--- config.mk ---
export PLATFORM = sky130hd
export DESIGN_NAME = spmv_top
export DESIGN_NICKNAME = d
export VERILOG_FILES = /design/src/spmv_pkg.sv /design/src/spmv_vector_ram.sv /design/src/spmv_mac.sv /design/src/spmv_kernel.sv /design/src/spmv_top.sv
export VERILOG_INCLUDE_DIRS = /design/src
export SDC_FILE = /design/constraint.sdc
export NUM_CORES = 1
export LEC_CHECK = 0
export ABC_AREA = 1
export BUFFER_PORTS_ARGS = -buffer_cell sky130_fd_sc_hd__buf_4
export CAP_MARGIN = 20
export CORE_ASPECT_RATIO = 1.5
export CORE_MARGIN = 5
export CORE_UTILIZATION = 38
export DETAILED_ROUTE_END_ITERATION = 6
export PLACE_DENSITY = 0.5
export SKIP_LAST_GASP = 1
export SYNTH_ARGS = -nofsm -noshare
export SYNTH_HDL_FRONTEND = slang
export SYNTH_SLANG_ARGS = --single-unit
--- constraint.sdc ---
create_clock -name clk -period 12.3 [get_ports clk]
set_clock_uncertainty 0.1 [all_clocks]
set_input_delay 2.46 -clock clk [delete_from_list [all_inputs] [get_ports clk]]
set_output_delay 2.46 -clock clk [all_outputs]
set_load 0.01 [all_outputs]
--- src/spmv_params.svh ---
`ifndef SPMV_PARAMS_SVH
`define SPMV_PARAMS_SVH

// Matrix values and x elements
`define SPMV_DATA_WIDTH 16

// Accumulator, wraps modulo 2**40
`define SPMV_ACC_WIDTH  40

`define SPMV_VEC_LEN    16
`define SPMV_ADDR_WIDTH 4

// Row numbers, row count and row pointers
`define SPMV_ROW_WIDTH  8

`endif

--- src/spmv_pkg.sv ---
`include "spmv_params.svh"

package spmv_pkg;

    typedef struct packed {
        logic [`SPMV_ROW_WIDTH-1:0] row_end;  // Cumulative nonzero count
    } row_ptr_beat_t;

    typedef struct packed {
        logic signed [`SPMV_DATA_WIDTH-1:0] value;
    } val_beat_t;

    typedef struct packed {
        logic [`SPMV_ADDR_WIDTH-1:0] col;
    } col_beat_t;

    // x load port
    typedef struct packed {
        logic                         en;
        logic [`SPMV_ADDR_WIDTH-1:0]  addr;
        logic [`SPMV_DATA_WIDTH-1:0]  data;
    } vec_wr_t;

    typedef struct packed {
        logic                         en;
        logic [`SPMV_ADDR_WIDTH-1:0]  addr;
    } vec_rd_t;

    typedef struct packed {
        logic signed [`SPMV_DATA_WIDTH-1:0] value;
        logic                               first;  // Start a new row
        logic                               last;   // Emit at end of row
    } mac_in_t;

    typedef struct packed {
        logic [`SPMV_ROW_WIDTH-1:0] row;
        logic [`SPMV_ACC_WIDTH-1:0] sum;
    } result_t;

endpackage

--- src/spmv_vector_ram.sv ---
`timescale 1ns/100ps
`include "spmv_params.svh"

module spmv_vector_ram (
    input  logic                          clk,
    input  logic                          rst_n,

    input  spmv_pkg::vec_wr_t             wr,
    input  spmv_pkg::vec_rd_t             rd,
    output logic [`SPMV_DATA_WIDTH-1:0]   rd_data
);

    logic [`SPMV_DATA_WIDTH-1:0] mem [`SPMV_VEC_LEN];

    always_ff @(posedge clk)
    begin
        if (wr.en)
        begin
            mem[wr.addr] <= wr.data;
        end
    end

    // Registered read, data holds between requests
    always_ff @(posedge clk)
    begin
        if (!rst_n)
        begin
            rd_data <= '0;
        end
        else if (rd.en)
        begin
            rd_data <= mem[rd.addr];
        end
    end

endmodule

--- src/spmv_mac.sv ---
`timescale 1ns/100ps
`include "spmv_params.svh"

module spmv_mac (
    input  logic                          clk,
    input  logic                          rst_n,

    input  spmv_pkg::mac_in_t             in,
    input  logic [`SPMV_DATA_WIDTH-1:0]   multiplicand,
    input  logic                          in_valid,
    output logic                          in_ready,

    output logic [`SPMV_ACC_WIDTH-1:0]    out_sum,
    output logic                          out_valid,
    input  logic                          out_ready
);

    logic signed [2*`SPMV_DATA_WIDTH-1:0] product;
    logic                                 p_valid;
    logic signed [2*`SPMV_DATA_WIDTH-1:0] p_prod;
    logic                                 p_first;
    logic                                 p_last;
    logic signed [`SPMV_ACC_WIDTH-1:0]    p_ext;
    logic signed [`SPMV_ACC_WIDTH-1:0]    acc;
    logic                                 hold;

    assign product = $signed(in.value) * $signed(multiplicand);
    assign p_ext   = p_prod;                    // Sign extended
    assign hold    = out_valid && !out_ready;   // Finished sum not yet taken

    // Product stage may refill only when it empties or is already empty
    assign in_ready = !p_valid || !hold;

    always_ff @(posedge clk)
    begin
        if (!rst_n)
        begin
            p_valid <= 1'b0;
        end
        else if (in_ready)
        begin
            p_valid <= in_valid;
        end
    end

    always_ff @(posedge clk)
    begin
        if (in_valid && in_ready)
        begin
            p_prod  <= product;
            p_first <= in.first;
            p_last  <= in.last;
        end
    end

    always_ff @(posedge clk)
    begin
        if (!rst_n)
        begin
            out_valid <= 1'b0;
        end
        else if (!hold)
        begin
            out_valid <= p_valid && p_last;
        end
    end

    // Wraps at the accumulator width
    always_ff @(posedge clk)
    begin
        if (p_valid && !hold)
        begin
            acc <= p_first ? p_ext : acc + p_ext;
        end
    end

    assign out_sum = acc;

endmodule

--- src/spmv_kernel.sv ---
`timescale 1ns/100ps
`include "spmv_params.svh"

module spmv_kernel (
    input  logic                          clk,
    input  logic                          rst_n,

    input  logic                          en,
    input  logic [`SPMV_ROW_WIDTH-1:0]    num_rows,
    output logic                          done,

    input  spmv_pkg::row_ptr_beat_t       row_ptr,
    input  logic                          row_ptr_valid,
    output logic                          row_ptr_ready,
    input  spmv_pkg::val_beat_t           val,
    input  logic                          val_valid,
    output logic                          val_ready,
    input  spmv_pkg::col_beat_t           col,
    input  logic                          col_valid,
    output logic                          col_ready,

    output spmv_pkg::vec_rd_t             vec_rd,
    input  logic [`SPMV_DATA_WIDTH-1:0]   x_data,

    output spmv_pkg::result_t             res,
    output logic                          res_valid,
    input  logic                          res_ready
);

    typedef enum logic {
        IDLE,
        BUSY
    } state_t;

    state_t                       state_r;
    state_t                       state_b;

    logic [`SPMV_ROW_WIDTH-1:0]   rows_r;       // Row count latched at start
    logic [`SPMV_ROW_WIDTH-1:0]   issued_cnt;   // Row pointers taken
    logic [`SPMV_ROW_WIDTH-1:0]   res_cnt;      // Results accepted, also the row tag
    logic [`SPMV_ROW_WIDTH-1:0]   nnz_cnt;
    logic [`SPMV_ROW_WIDTH-1:0]   row_end_r;
    logic                         have_ptr;
    logic                         first_pend;

    // Read request stage, then data stage aligned with x_data
    logic                         r_valid;
    spmv_pkg::mac_in_t            r_elem;
    logic [`SPMV_ADDR_WIDTH-1:0]  r_addr;
    logic                         d_valid;
    spmv_pkg::mac_in_t            d_elem;

    logic                         start;
    logic                         d_free;
    logic                         r_accept;
    logic                         mac_ready;
    logic                         row_empty;
    logic                         ptr_go;
    logic                         empty_go;
    logic                         beat_go;
    logic                         issue;
    logic                         issue_last;
    logic                         res_go;
    logic                         last_res;
    logic [`SPMV_ACC_WIDTH-1:0]   mac_sum;

    assign start     = (state_r == IDLE) && en;
    assign d_free    = !d_valid || mac_ready;
    assign r_accept  = !r_valid || d_free;
    assign row_empty = (nnz_cnt == row_end_r);

    assign row_ptr_ready = (state_r == BUSY) && !have_ptr && (issued_cnt != rows_r) && r_accept;
    assign ptr_go        = row_ptr_valid && row_ptr_ready;

    // Empty row sends a single zero element
    assign empty_go   = have_ptr && row_empty && r_accept;
    assign beat_go    = have_ptr && !row_empty && val_valid && col_valid && r_accept;
    assign val_ready  = beat_go;
    assign col_ready  = beat_go;
    assign issue      = empty_go || beat_go;
    assign issue_last = empty_go || ((nnz_cnt + 1'b1) == row_end_r);

    assign res_go   = res_valid && res_ready;
    assign last_res = res_go && (res_cnt == rows_r - 1'b1);

    assign vec_rd = '{en: r_valid && d_free, addr: r_addr};
    assign res    = '{row: res_cnt, sum: mac_sum};

    always_comb
    begin
        state_b = state_r;

        case (state_r)
            IDLE:
            begin
                if (en)
                begin
                    state_b = BUSY;
                end
            end
            BUSY:
            begin
                if (last_res)
                begin
                    state_b = IDLE;
                end
            end
        endcase
    end

    always_ff @(posedge clk)
    begin
        if (!rst_n)
        begin
            state_r    <= IDLE;
            done       <= 1'b0;
            rows_r     <= '0;
            issued_cnt <= '0;
            res_cnt    <= '0;
            nnz_cnt    <= '0;
            have_ptr   <= 1'b0;
            first_pend <= 1'b0;
        end
        else
        begin
            state_r <= state_b;
            done    <= last_res;

            if (start)
            begin
                rows_r     <= num_rows;
                issued_cnt <= '0;
                res_cnt    <= '0;
                nnz_cnt    <= '0;
                have_ptr   <= 1'b0;
            end
            else
            begin
                if (ptr_go)
                begin
                    have_ptr   <= 1'b1;
                    first_pend <= 1'b1;
                    issued_cnt <= issued_cnt + 1'b1;
                end
                if (issue)
                begin
                    first_pend <= 1'b0;
                    if (issue_last)
                    begin
                        have_ptr <= 1'b0;   // Row complete
                    end
                end
                if (beat_go)
                begin
                    nnz_cnt <= nnz_cnt + 1'b1;
                end
                if (res_go)
                begin
                    res_cnt <= res_cnt + 1'b1;
                end
            end
        end
    end

    always_ff @(posedge clk)
    begin
        if (ptr_go)
        begin
            row_end_r <= row_ptr.row_end;
        end
    end

    always_ff @(posedge clk)
    begin
        if (!rst_n)
        begin
            r_valid <= 1'b0;
            d_valid <= 1'b0;
        end
        else
        begin
            if (r_accept)
            begin
                r_valid <= issue;
            end
            if (d_free)
            begin
                d_valid <= r_valid;
            end
        end
    end

    always_ff @(posedge clk)
    begin
        if (issue)
        begin
            r_elem.value <= beat_go ? val.value : '0;
            r_elem.first <= first_pend;
            r_elem.last  <= issue_last;
            r_addr       <= col.col;    // Don't care for an empty row
        end
        if (r_valid && d_free)
        begin
            d_elem <= r_elem;
        end
    end

    spmv_mac u_mac (
        .clk          (clk),
        .rst_n        (rst_n),
        .in           (d_elem),
        .multiplicand (x_data),
        .in_valid     (d_valid),
        .in_ready     (mac_ready),
        .out_sum      (mac_sum),
        .out_valid    (res_valid),
        .out_ready    (res_ready)
    );

endmodule

--- src/spmv_top.sv ---
`timescale 1ns/100ps
`include "spmv_params.svh"

module spmv_top (
    input  logic                          clk,
    input  logic                          rst_n,

    input  spmv_pkg::vec_wr_t             vec_wr,

    input  logic                          en,
    input  logic [`SPMV_ROW_WIDTH-1:0]    num_rows,
    output logic                          done,

    input  spmv_pkg::row_ptr_beat_t       row_ptr,
    input  logic                          row_ptr_valid,
    output logic                          row_ptr_ready,
    input  spmv_pkg::val_beat_t           val,
    input  logic                          val_valid,
    output logic                          val_ready,
    input  spmv_pkg::col_beat_t           col,
    input  logic                          col_valid,
    output logic                          col_ready,

    output spmv_pkg::result_t             res,
    output logic                          res_valid,
    input  logic                          res_ready
);

    spmv_pkg::vec_rd_t            vec_rd;
    logic [`SPMV_DATA_WIDTH-1:0]  x_data;

    spmv_vector_ram u_vector_ram (
        .clk     (clk),
        .rst_n   (rst_n),
        .wr      (vec_wr),
        .rd      (vec_rd),
        .rd_data (x_data)
    );

    spmv_kernel u_kernel (
        .clk           (clk),
        .rst_n         (rst_n),
        .en            (en),
        .num_rows      (num_rows),
        .done          (done),
        .row_ptr       (row_ptr),
        .row_ptr_valid (row_ptr_valid),
        .row_ptr_ready (row_ptr_ready),
        .val           (val),
        .val_valid     (val_valid),
        .val_ready     (val_ready),
        .col           (col),
        .col_valid     (col_valid),
        .col_ready     (col_ready),
        .vec_rd        (vec_rd),
        .x_data        (x_data),
        .res           (res),
        .res_valid     (res_valid),
        .res_ready     (res_ready)
    );

endmodule

==> results.txt, run 1 <==
----------------------------------------------------
[Critical path]
  Setup crit start kind ... primary input
  Worst path required time ... 9.74 ns
  Type of destination of the critical path ... output port
  Cell seen most often among critical-path stages ... sky130_fd_sc_hd__buf_4
  Kind of critical path ... in2out
  Delay of the slowest cell on the worst path ... 0.52 ns
  CP max FO ... 29
  Arrival time at the worst endpoint ... 4.19 ns
  Cell type of the slowest stage on the worst timing path ... sky130_fd_sc_hd__nand2_2
  Ordered cell list for the critical path ... buf_4, nor2_2, nand3_1, o21ai_0, nor2_1, nand2_2, inv_2, buf_4

[Layout]
  Total Nets Final ... 3965
  Post-Layout Cell Count ... 4580
  Share of cells above drive strength 1 ... between 7 and 8%
  Area used by multi-input combinational logic ... roughly 0.015 sq mm
  Area occupied by registers ... 0.01247 sq mm
  Fill count ... just over 8000
  Final Util ... between 40 and 50%
  Final antenna diode count ... 0
  Post-synthesis to final-layout area growth ... 11.06%

[Power]
  Total power per unit cell area ... 92.49 mW/mm^2
  Worst vdd rail ir drop ... 0.1214 mV
  Static Leak ... 16.01 nW

[Route]
  Number of antenna-violating nets in the routed design ... 0
  Drt total wl ... 84310 microns
  Ratio of routed vias to standard cells ... 4.921
  DRT Pass-1 Iters ... 4
  DRC violation total after the first TritonRoute iteration ... 939
  Drt drc ... 0
  Detailed-route wire length per cell ... 18.41 microns
  Number of vias in the routed layout ... 22540

[Yosys]
  Leading area contributor after synthesis ... sky130_fd_sc_hd__edfxtp_1
  Sequential-to-total area share from yosys stat ... 40.56%
  Xor-xnor portion of the synthesized cell area ... 1.737%
  Net count after synthesis ... 3905
  Area fraction in and, or, nand and nor cells after synthesis ... 18.45%
  Top-count cell post-synth ... sky130_fd_sc_hd__nand2_1
  Number of synthesized register bits ... 434
  Fraction of synthesis flops using an asynchronous set or reset pin ... 0%
  Library cells used by synthesis ... 44
  Number of synthesized flops with an enable pin ... 378
  Top-area cell type share of the netlist area ... a little under two fifths
  Commonest cells in the synthesized netlist ... sky130_fd_sc_hd__nand2_1 (786), sky130_fd_sc_hd__inv_1 (641), sky130_fd_sc_hd__nor2_1 (382)
  Main flop type after synthesis ... sky130_fd_sc_hd__edfxtp_1
  Ranking of synthesized cells by area ... sky130_fd_sc_hd__edfxtp_1 (37%), sky130_fd_sc_hd__fa_1 (17%), sky130_fd_sc_hd__nand2_1 (9.6%)
  Synthesized-area fraction occupied by ao, oa, aoi and oai cells ... 7.320%
  Netlist area before placement ... between 0.03 and 0.04 sq mm
  Avg Synthesized Cell Area ... a little under 9 sq um
  Portion of netlist area occupied by mux cells ... 0%
  Dominant combinational cell family by area after synthesis ... adder cells
  Post-synthesis cell count ... 3453
  Yosys synthesis warning count ... 0
  Adder and majority cell fraction of the synthesized area ... roughly 22%

[STA]
  Endpoints failing setup ... 0
  Number of hold violations in the final report ... 0
  Highest clock rate ... 148.1 MHz
  Setup tns final ... 0 ns
  Tightest hold margin ... 0.3171 ns
  Period minus WS final ... 6.754 ns
  Post-route fraction of the period consumed by the critical path ... 54.91%
  Worst-margin pin slew ... 1.061 ns
  Final count of pins violating max slew ... 0
  Max_slew headroom ... between 20 and 30%
  Setup repair after global routing missed its margin ... no

[GRT]
  Number of antenna violations at the first check in global routing ... 0
  Wire length of the first global-routing pass ... 130500 microns
  Vias in the first global route ... 23470
  Maximum number of pins on one net before global-route repair ... 82
  Total global-route track usage ... 19.17%
  Remaining global-route overflow ... 0

[Place]
  Detailed placement HPWL ... 61980 microns
  Routability Congestion ... between 0.9 and 1
  Cell count after placement ... 4497
  Quantity of I/O buffers inserted on ports ... 116

[Floorplanning]
  I/O pin count ... 117
  Cell Rows ... 127
  Width of the die ... 242.3 microns
  Initial Utilization ... 38.40%
  Overall die area ... 0.08683 sq mm
  Core region area ... roughly 0.080 sq mm
  Vertical die dimension ... 358.4 microns

[Clocking]
  Setup bufs post-CTS ... 0
  Maximum level of the CTS H-tree ... 2
  Clock latency reported for the late side of the worst-skew pair ... 0.60 ns
  Number of CTS-inserted buffers ... 46
  Worst-path clk slew ... ~0.060 ns
  Post-CTS Hold Fix Bufs ... 0
  CTS tree ... yes
  Number of buffers between clock root and the deepest sink ... 3
  Clock Sink Count ... 434
  Clk root buf ... sky130_fd_sc_hd__clkbuf_16
  CTS resizes ... 0

[Outcome]
  Result of the run ... completed

[Flow run]
  Max-capacitance violation count ... 0

[Hold path]
  HP Class ... reg2reg

----------------------------------------------------
-- path summary, 6_finish.rpt --
check                                                           from                                  end  slack [ns]  cells after the start
worst min-delay path                u_kernel.r_elem[6]$_SDFFCE_PN0N_         u_kernel.d_elem[6]$_DFFE_PP_        0.32                      0
worst max-delay path                                       res_ready                            val_ready        5.55                      8
worst max register to register  u_vector_ram.rd_data[4]$_SDFFE_PN0P_  u_kernel.u_mac.p_prod[28]$_DFFE_PP_        5.72                     20
worst min register to register      u_kernel.r_elem[6]$_SDFFCE_PN0N_         u_kernel.d_elem[6]$_DFFE_PP_        0.32                      0
-- critical path: cells and delay by family --
family	cells	cell delay, ns
and+or+nand+nor	4	0.99
buffers and inverters	3	0.49
AOI/OAI and AO/OA	1	0.24
-- metal layers --
| metal | global-route usage, % | part of all wire (%) | wire, microns | vias to the layer above |
|---|---|---|---|---|
| met5 | 0 | 0 | 0 | - |
| met4 | 7.867 | 4.5 | 3799 | 0 |
| met3 | 2.350 | 3.2 | 2722 | 195 |
| met2 | 38.03 | 55 | 46200 | 461 |
| met1 | 20.39 | 37 | 31600 | 10860 |
| li1 | - | - | - | 11030 |
-- where the power goes --
part / switching, mW / internal (mW) / leakage (nW)
clock network: 0.615 / 0.804 / 0.737
logic: 0.0727 / 0.0394 / 11.3
registers: 0.0104 / 1.62 / 4.00
total: 0.698 / 2.46 / 16.0
-- layout make-up --
class                   count  area share, %
clock inverters            28         0.8793
flip-flops and latches    434          36.52
well taps                1032          3.781
repair buffers            142          3.143
multi-input cells        2244          44.99
clock buffers              55          3.594
inverters                 645          7.093
-- state kept, by name, indices dropped and copies added (netlist names), 4 cells and up --
register                flops
u_kernel.nnz_cnt            8
u_vector_ram.rd_data       16
u_kernel.row_end_r          8
u_kernel.rows_r             8
u_kernel.r_elem            18
u_kernel.issued_cnt         8
u_kernel.u_mac.out_sum     40
u_kernel.d_elem            18
u_kernel.u_mac.p_prod      32
u_kernel.r_addr             4
u_kernel.res_cnt            8
u_vector_ram.mem          256
-- logic make-up (layout without fill, tap and decap cells) --
group                    count (synthesis)  after routing
adder cells (fa/ha/maj)                388            388
buffers and inverters                  775            870
XOR/XNOR                                61             61
flip-flops                             434            434
AO/OA/AOI/OAI                          399            399
AND/OR/NAND/NOR                       1396           1396
-- stage by stage --
stage          setup slack (ns)  power (mW)  cell area, sq um
2_1_floorplan             6.369       1.717             30750
3_3_place_gp              5.537       1.772             32610
3_5_place_dp              5.508       1.773             32620
4_1_cts                   5.498       3.204             34150
5_1_grt                   5.299       3.270             34150
6_report                  5.546       3.159             34150
-- placed cells by master (no fill, tap or decap), types with 7 or more instances in the layout --
| master | netlist | final |
|---|---|---|
| sky130_fd_sc_hd__inv_1 | 641 | 640 |
| sky130_fd_sc_hd__o21ai_1 | 24 | 24 |
| sky130_fd_sc_hd__nor3_1 | 15 | 15 |
| sky130_fd_sc_hd__o21ai_0 | 178 | 178 |
| sky130_fd_sc_hd__dfxtp_1 | 56 | 56 |
| sky130_fd_sc_hd__xnor2_1 | 25 | 25 |
| sky130_fd_sc_hd__edfxtp_1 | 378 | 378 |
| sky130_fd_sc_hd__o211ai_1 | 80 | 80 |
| sky130_fd_sc_hd__clkbuf_16 | 0 | 48 |
| sky130_fd_sc_hd__a21oi_1 | 97 | 97 |
| sky130_fd_sc_hd__o21bai_1 | 7 | 7 |
| sky130_fd_sc_hd__clkinv_2 | 0 | 8 |
| sky130_fd_sc_hd__nand2_1 | 786 | 786 |
| sky130_fd_sc_hd__ha_1 | 125 | 125 |
| sky130_fd_sc_hd__or2_2 | 17 | 17 |
| sky130_fd_sc_hd__nor2_4 | 1 | 8 |
| sky130_fd_sc_hd__xor2_1 | 36 | 36 |
| sky130_fd_sc_hd__fa_1 | 263 | 263 |
| sky130_fd_sc_hd__clkinv_1 | 1 | 9 |
| sky130_fd_sc_hd__nor2_1 | 382 | 365 |
| sky130_fd_sc_hd__buf_4 | 5 | 141 |
| sky130_fd_sc_hd__nand3_1 | 136 | 136 |
| sky130_fd_sc_hd__nand4_1 | 25 | 25 |
| sky130_fd_sc_hd__nand3b_1 | 16 | 16 |
| sky130_fd_sc_hd__clkbuf_1 | 94 | 7 |
| sky130_fd_sc_hd__nor2_2 | 1 | 11 |
No activity file was read; power rests on OpenSTA's default activity.
==> run 2: changes to the inputs <==
Clock period 12.3 ns to 6.6 ns, I/O delays scaled along.
==> run 2 against run 1 <==
- utilization is 0.40 points higher
- non-clock buffer count is 40 higher
- sequential share of layout area is 0.34 points lower
- sequential cell count stayed put
- sequential power is 86% higher
- global-route usage is 0.47 points higher
- design area is 0.93% higher
- largest power group unchanged
- final cell count is 0.96% higher
- first-iteration DRC count is 1.3% lower
- wire length is 1.9% higher
- highest routed layer unchanged
- critical endpoint is now u_kernel.u_mac.p_prod[25]$_DFFE_PP_
==> results.txt, run 2 (synthesis results as in run 1) <==
----------------------------------------------------
[Critical path]
  Top Family by Delay on Critical Path ... adder cells
  Critical path buffer and inverter count ... 5
  Cell type of the slowest stage on the worst timing path ... sky130_fd_sc_hd__fa_1
  Worst path required time ... slightly below 7 ns
  Ordered cell list for the critical path ... nand2_1, inv_1, fa_1, fa_1, inv_1, fa_1, fa_1, inv_1, fa_1, inv_1, fa_1, inv_1, ha_1, nand2_1, nor3_1, o2111ai_1, nand4_1, nand2_1
  Type of destination of the critical path ... register
  Arrival time at the worst endpoint ... approximately 6.5 ns
  CP max FO ... 8
  Delay of the slowest cell on the worst path ... a little over 0.8 ns
  Kind of critical path ... reg2reg
  Cell seen most often among critical-path stages ... sky130_fd_sc_hd__fa_1
  Setup crit start kind ... register

[Route]
  DRT Pass-1 Iters ... 5
  Drt total wl ... 85890 microns
  Number of vias in the routed layout ... roughly 23000
  Drt drc ... 0
  Number of antenna-violating nets in the routed design ... 0
  DRC violation total after the first TritonRoute iteration ... 927
  Detailed-route wire length per cell ... 18.57 microns
  Ratio of routed vias to standard cells ... around 5

[STA]
  Worst-margin pin slew ... ~0.95 ns
  Setup repair after global routing missed its margin ... no
  Worst Slack Setup Final ... about 0.38 ns
  Endpoints failing setup ... 0
  Period minus WS final ... approximately 6.2 ns
  Tightest hold margin ... 0.3121 ns
  Final count of pins violating max slew ... 0
  Number of hold violations in the final report ... 0
  Setup tns final ... 0 ns
  Max_slew headroom ... 36.49%
  Post-route fraction of the period consumed by the critical path ... between 90 and 100%
  Highest clock rate ... 160.8 MHz

[Floorplanning]
  Cell Rows ... 127
  Core region area ... roughly 0.08 sq mm
  Overall die area ... between 0.08 and 0.09 sq mm
  I/O pin count ... about 120
  Vertical die dimension ... 358.4 microns
  Initial Utilization ... 38.40%
  Width of the die ... around 240 microns

[Layout]
  Area used by multi-input combinational logic ... 0.01534 sq mm
  Largest register FFs ... 256
  Post-synthesis to final-layout area growth ... 12.09%
  Final Util ... 43.04%
  Register bank with the most flops ... u_vector_ram.mem
  Commonest cells after routing, fill and taps aside ... sky130_fd_sc_hd__nand2_1 (786), sky130_fd_sc_hd__inv_1 (640), sky130_fd_sc_hd__edfxtp_1 (378)
  Area occupied by registers ... 0.01247 sq mm
  Most common cell after layout, fill and taps aside ... sky130_fd_sc_hd__nand2_1
  Fill count ... 8121
  Cell area after layout ... 0.03447 sq mm
  Total Nets Final ... 4005
  Share of cells above drive strength 1 ... 8.521%

[Place]
  Detailed placement HPWL ... 64260 microns
  Quantity of I/O buffers inserted on ports ... ~120
  Total placed instance area ... about 0.033 sq mm
  Worst setup timing slack at the placement stage ... 0.3017 ns
  Routability Congestion ... 0.8833

[Power]
  Reg power frac ... 51.5%
  Share of power burned in combinational logic ... 3.6%
  Switching portion of total power ... 22.18%
  Clock network fraction of total power ... 44.9%
  Worst vdd rail ir drop ... 0.2099 mV
  Static Leak ... around 16 nW
  Total power per unit cell area ... 170.8 mW/mm^2
  Switching power ... roughly 1.3 mW
  Pint ... between 4 and 5 mW

[Clocking]
  Clock Sink Count ... 434
  Number of buffers between clock root and the deepest sink ... 3
  Post-CTS Hold Fix Bufs ... 0
  Clk root buf ... sky130_fd_sc_hd__clkbuf_16
  Clock latency reported for the late side of the worst-skew pair ... 0.60 ns
  Worst-path clk slew ... 0.06 ns
  Maximum level of the CTS H-tree ... 2
  CTS tree ... yes
  Number of CTS-inserted buffers ... 46
  CTS resizes ... 0
  Setup bufs post-CTS ... 0

[GRT]
  Maximum number of pins on one net before global-route repair ... 87
  Vias in the first global route ... 23820
  Wire length of the first global-routing pass ... between 100000 and 150000 microns
  Remaining global-route overflow ... 0
  Number of antenna violations at the first check in global routing ... 1
  Total global-route track usage ... 19.64%

[Hold path]
  HP Class ... reg2reg

[Flow run]
  Max-capacitance violation count ... 0

[Outcome]
  Result of the run ... completed

----------------------------------------------------
[run 2: cell count changes in the layout (fill, tap and decap cells not counted), sizes merged]
cell,before,now
diode,0,1
buf,142,182
clkbuf,55,54
clkinvlp,3,7
[run 2: per-layer routing]
layer  part of all wire [%]  track usage [%]  up-vias
li1                       -                -    11110
met1                     37            20.47    10810
met2                     55            39.29      410
met3                    2.9            2.238      199
met4                    4.9            8.678        0
met5                      0                0        -
[run 2: layout make-up]
type | count | share of cell area (%)
well taps | 1032 | 3.746
multi-input cells | 2244 | 44.52
flip-flops and latches | 434 | 36.18
diodes | 1 | 0.007260
clock inverters | 32 | 0.9765
clock buffers | 54 | 3.517
repair buffers | 182 | 4.022
inverters | 645 | 7.028
[run 2: worst reg2reg max path: stages, from the launching register on]
cell and delay, ns:
sky130_fd_sc_hd__dfxtp_1 0.64, sky130_fd_sc_hd__nand2_1 0.18, sky130_fd_sc_hd__inv_1 0.15, sky130_fd_sc_hd__fa_1 0.45, sky130_fd_sc_hd__fa_1 0.83, sky130_fd_sc_hd__inv_1 0.12
sky130_fd_sc_hd__fa_1 0.44, sky130_fd_sc_hd__fa_1 0.54, sky130_fd_sc_hd__inv_1 0.05, sky130_fd_sc_hd__fa_1 0.52, sky130_fd_sc_hd__inv_1 0.05, sky130_fd_sc_hd__fa_1 0.47
sky130_fd_sc_hd__inv_1 0.04, sky130_fd_sc_hd__ha_1 0.34, sky130_fd_sc_hd__nand2_1 0.13, sky130_fd_sc_hd__nor3_1 0.43, sky130_fd_sc_hd__o2111ai_1 0.29, sky130_fd_sc_hd__nand4_1 0.14
sky130_fd_sc_hd__nand2_1 0.07
[run 2: worst paths after layout]
| path | startpoint | endpoint | slack (ns) | cells past startpoint |
|---|---|---|---|---|
| worst max-delay path | u_vector_ram.rd_data[1]$_SDFFE_PN0P_ | u_kernel.u_mac.p_prod[25]$_DFFE_PP_ | 0.38 | 18 |
| worst min-delay path | u_kernel.r_elem[15]$_SDFFCE_PN0N_ | u_kernel.d_elem[15]$_DFFE_PP_ | 0.31 | 0 |
| worst max register to register | u_vector_ram.rd_data[1]$_SDFFE_PN0P_ | u_kernel.u_mac.p_prod[25]$_DFFE_PP_ | 0.38 | 18 |
| worst min register to register | u_kernel.r_elem[15]$_SDFFCE_PN0N_ | u_kernel.d_elem[15]$_DFFE_PP_ | 0.31 | 0 |
[run 2: metrics by stage]
| stage | std cells | power [mW] |
|---|---|---|
| 6_report | 4624 | 5.888 |
| 3_5_place_dp | 4535 | 3.306 |
| 2_1_floorplan | 3453 | 3.199 |
| 5_1_grt | 4624 | 6.097 |
| 3_3_place_gp | 4534 | 3.305 |
| 4_1_cts | 4621 | 5.968 |
[run 2: power groups by stage]
stage               clock (mW)  sequential, mW  combinational [mW]
floorplan                    0            3.08               0.115
finish                    2.64            3.03               0.213
detailed placement           0            3.09               0.217
global route              2.83            3.03               0.239
CTS                       2.72            3.03               0.217
global placement             0            3.09               0.215
==> run 3: changes to the inputs <==
Settings changed: CELL_PAD_IN_SITES_DETAIL_PLACEMENT set to 2, CELL_PAD_IN_SITES_GLOBAL_PLACEMENT set to 2, PLACE_DENSITY 0.5 to 0.75.
==> run 3 against run 2 <==
- non-clock buffer count up 6
- fmax down 1.3%
- final cell count about the same
- hold slack better by 0.0093 ns
- sequential power about the same
- largest power group unchanged
- critical path depth up 1
- largest cell class unchanged
- critical path type unchanged
- clock power up 6%
==> results.txt, run 3 (synthesis results as in run 1) <==
----------------------------------------------------
[Clocking]
  Worst-path clk slew ... 0.07 ns
  Number of buffers between clock root and the deepest sink ... 3
  Maximum level of the CTS H-tree ... 2
  CTS tree ... yes
  Clock latency reported for the late side of the worst-skew pair ... 0.64 ns
  Clock Sink Count ... 434
  Number of CTS-inserted buffers ... 45
  Post-CTS Hold Fix Bufs ... 0
  Clk root buf ... sky130_fd_sc_hd__clkbuf_16

[Critical path]
  Setup crit start kind ... register
  Cell count along the critical path ... 19
  Arrival time at the worst endpoint ... 6.64 ns
  Worst flop-to-flop path startpoint ... u_vector_ram.rd_data[2]$_SDFFE_PN0P_
  Type of destination of the critical path ... register
  Top Family by Delay on Critical Path ... adder cells
  Cell type of the slowest stage on the worst timing path ... sky130_fd_sc_hd__fa_2
  Critical path capture point ... u_kernel.u_mac.p_prod[26]$_DFFE_PP_
  Worst path required time ... 6.94 ns
  Ordered cell list for the critical path ... nand2_1, inv_1, fa_1, fa_2, buf_4, fa_1, fa_1, fa_1, inv_1, fa_1, inv_1, ha_1, nand2_1, nor2_1, inv_1, nor2_1, nand3_1, nand3_1, xor2_1
  CP max FO ... 9
  Kind of critical path ... reg2reg
  FF-to-FF path depth ... 19
  Launch point of the critical path ... u_vector_ram.rd_data[2]$_SDFFE_PN0P_
  Cell seen most often among critical-path stages ... sky130_fd_sc_hd__fa_1
  Worst-case register-to-register setup slack ... 0.30 ns
  Critical path buffer and inverter count ... 5
  Delay of the slowest cell on the worst path ... 0.64 ns
  Reg2Reg Capture Point ... u_kernel.u_mac.p_prod[26]$_DFFE_PP_

[Hold path]
  HP Class ... reg2reg

[GRT]
  Vias in the first global route ... 28090
  Wire length of the first global-routing pass ... between 150000 and 200000 microns
  Maximum number of pins on one net before global-route repair ... between 100 and 150
  Remaining global-route overflow ... 0
  Total global-route track usage ... 24.70%
  Number of antenna violations at the first check in global routing ... 0

[Place]
  Total placed instance area ... ~0.033 sq mm
  Cell count after placement ... 4540
  Quantity of I/O buffers inserted on ports ... 116
  Routability Congestion ... 0.8677
  Detailed placement HPWL ... 84670 microns

[Power]
  Total power per unit cell area ... 175.7 mW/mm^2
  Static Leak ... between 15 and 20 nW
  Worst vdd rail ir drop ... about 0.24 mV

[STA]
  Setup tns final ... 0 ns
  Final count of pins violating max slew ... 0
  Endpoints failing setup ... 0
  Period minus WS final ... 6.302 ns
  Max_slew headroom ... between 20% and 30%
  Post-route fraction of the period consumed by the critical path ... 95.48%
  Highest clock rate ... 158.7 MHz
  Setup repair after global routing missed its margin ... no
  Number of hold violations in the final report ... 0
  Worst-margin pin slew ... roughly 1.1 ns

[Floorplanning]
  Vertical die dimension ... 358.4 microns
  Width of the die ... roughly 240 microns
  Overall die area ... 0.08683 sq mm
  Initial Utilization ... 38.40%
  Cell Rows ... 127
  I/O pin count ... 117
  Core region area ... 0.08009 sq mm

[Route]
  DRC violation total after the first TritonRoute iteration ... 1079
  Drt total wl ... 109000 microns
  Ratio of routed vias to standard cells ... 5.204
  DRT Pass-1 Iters ... 4
  Drt drc ... 0
  Number of antenna-violating nets in the routed design ... 0
  Number of vias in the routed layout ... 24080
  Detailed-route wire length per cell ... roughly 24 microns

[Outcome]
  Result of the run ... completed

[Layout]
  Most common cell after layout, fill and taps aside ... sky130_fd_sc_hd__nand2_1
  Commonest cells after routing, fill and taps aside ... sky130_fd_sc_hd__nand2_1 (786), sky130_fd_sc_hd__inv_1 (640), sky130_fd_sc_hd__edfxtp_1 (378)
  Total Nets Final ... 4010
  Cell area after layout ... roughly 0.035 sq mm
  Final antenna diode count ... 0
  Post-Layout Cell Count ... roughly 4600
  Largest register FFs ... 256
  Post-synthesis to final-layout area growth ... 12.33%
  Register bank with the most flops ... u_vector_ram.mem
  Share of cells above drive strength 1 ... 8.765%
  Fill count ... 8811

[Flow run]
  Max-capacitance violation count ... 0

----------------------------------------------------
==> run 3: cell types whose count changed in the layout (fill, tap and decap cells not counted), moves of 3 or more <==
cell                         previous run  this run
sky130_fd_sc_hd__clkinv_4               2         5
sky130_fd_sc_hd__bufinv_16              4         8
sky130_fd_sc_hd__buf_4                181       188
sky130_fd_sc_hd__clkinvlp_4             7         3
==> run 3: layout make-up <==
class / instances / area [sq um] / share of cell area (%)
multi-input cells: 2244 / 15340 / 44.41
repair buffers: 188 / 1411 / 4.086
clock buffers: 51 / 1159 / 3.354
clock inverters: 32 / 442.9 / 1.282
inverters: 645 / 2422 / 7.013
flip-flops and latches: 434 / 12470 / 36.12
well taps: 1032 / 1291 / 3.738
==> run 3: what timing repair did <==
action,CTS,global route
pin swaps,0,0
endpoints found under the setup margin,1,3
gates resized for setup,0,5
setup buffers,3,0
==> run 3: where the power goes <==
part,internal (mW),leakage (nW),switching [mW]
Clock,1.60,0.769,1.21
Sequential,3.01,4.00,0.0214
Combinational,0.0763,11.5,0.152
Total,4.69,16.3,1.38
==> run 3: worst min path at each step <==
stage | from | endpoint | slack [ns] | cells after the start
final | u_kernel.r_elem[15]$_SDFFCE_PN0N_ | u_kernel.d_elem[15]$_DFFE_PP_ | 0.32 | 0
after global routing | u_kernel.r_elem[2]$_SDFFCE_PN0N_ | u_kernel.d_elem[2]$_DFFE_PP_ | 0.34 | 0
after CTS | u_kernel.r_elem[2]$_SDFFCE_PN0N_ | u_kernel.d_elem[2]$_DFFE_PP_ | 0.32 | 0
after detailed placement | u_kernel.r_elem[0]$_DFFE_PN_ | u_kernel.d_elem[0]$_DFFE_PP_ | 0.31 | 0
after global placement | u_kernel.r_elem[3]$_SDFFCE_PN0N_ | u_kernel.d_elem[3]$_DFFE_PP_ | 0.30 | 0
after floorplan | u_kernel.r_elem[0]$_DFFE_PN_ | u_kernel.d_elem[0]$_DFFE_PP_ | 0.30 | 0
==> run 3: per-stage QoR <==
| step | total power [mW] | util [%] | setup WS, ns | hold WS, ns |
|---|---|---|---|---|
| after floorplan | 3.199 | - | 0.8301 | 0.3003 |
| after global placement | 3.305 | 41.09 | 0.07368 | 0.3015 |
| after detailed placement | 3.324 | 41.09 | -0.1394 | 0.3070 |
| after CTS | 6.144 | 43.12 | 0.08186 | 0.3234 |
| after global routing | 6.278 | 43.13 | 0.02717 | 0.3409 |
| final | 6.068 | 43.13 | 0.2983 | 0.3214 |
==> run 3: metal layers <==
metal | part of all wire [%] | track usage (%) | vias to the layer above
met5 | 0 | 0 | -
met2 | 58 | 51.33 | 340
met3 | 2.2 | 2.424 | 199
met4 | 4.0 | 8.723 | 0
met1 | 36 | 25.28 | 12430
li1 | - | - | 11100
==> run 3: worst reg2reg max path: cells and delay by family, from the launching register on <==
| kind | cells | cell delay (ns) |
|---|---|---|
| adders and majority gates | 7 | 3.56 |
| and+or+nand+nor | 6 | 1.02 |
| DFF | 1 | 0.61 |
| buffers and inverters | 5 | 0.56 |
| xor gates and xnor gates | 1 | 0.30 |
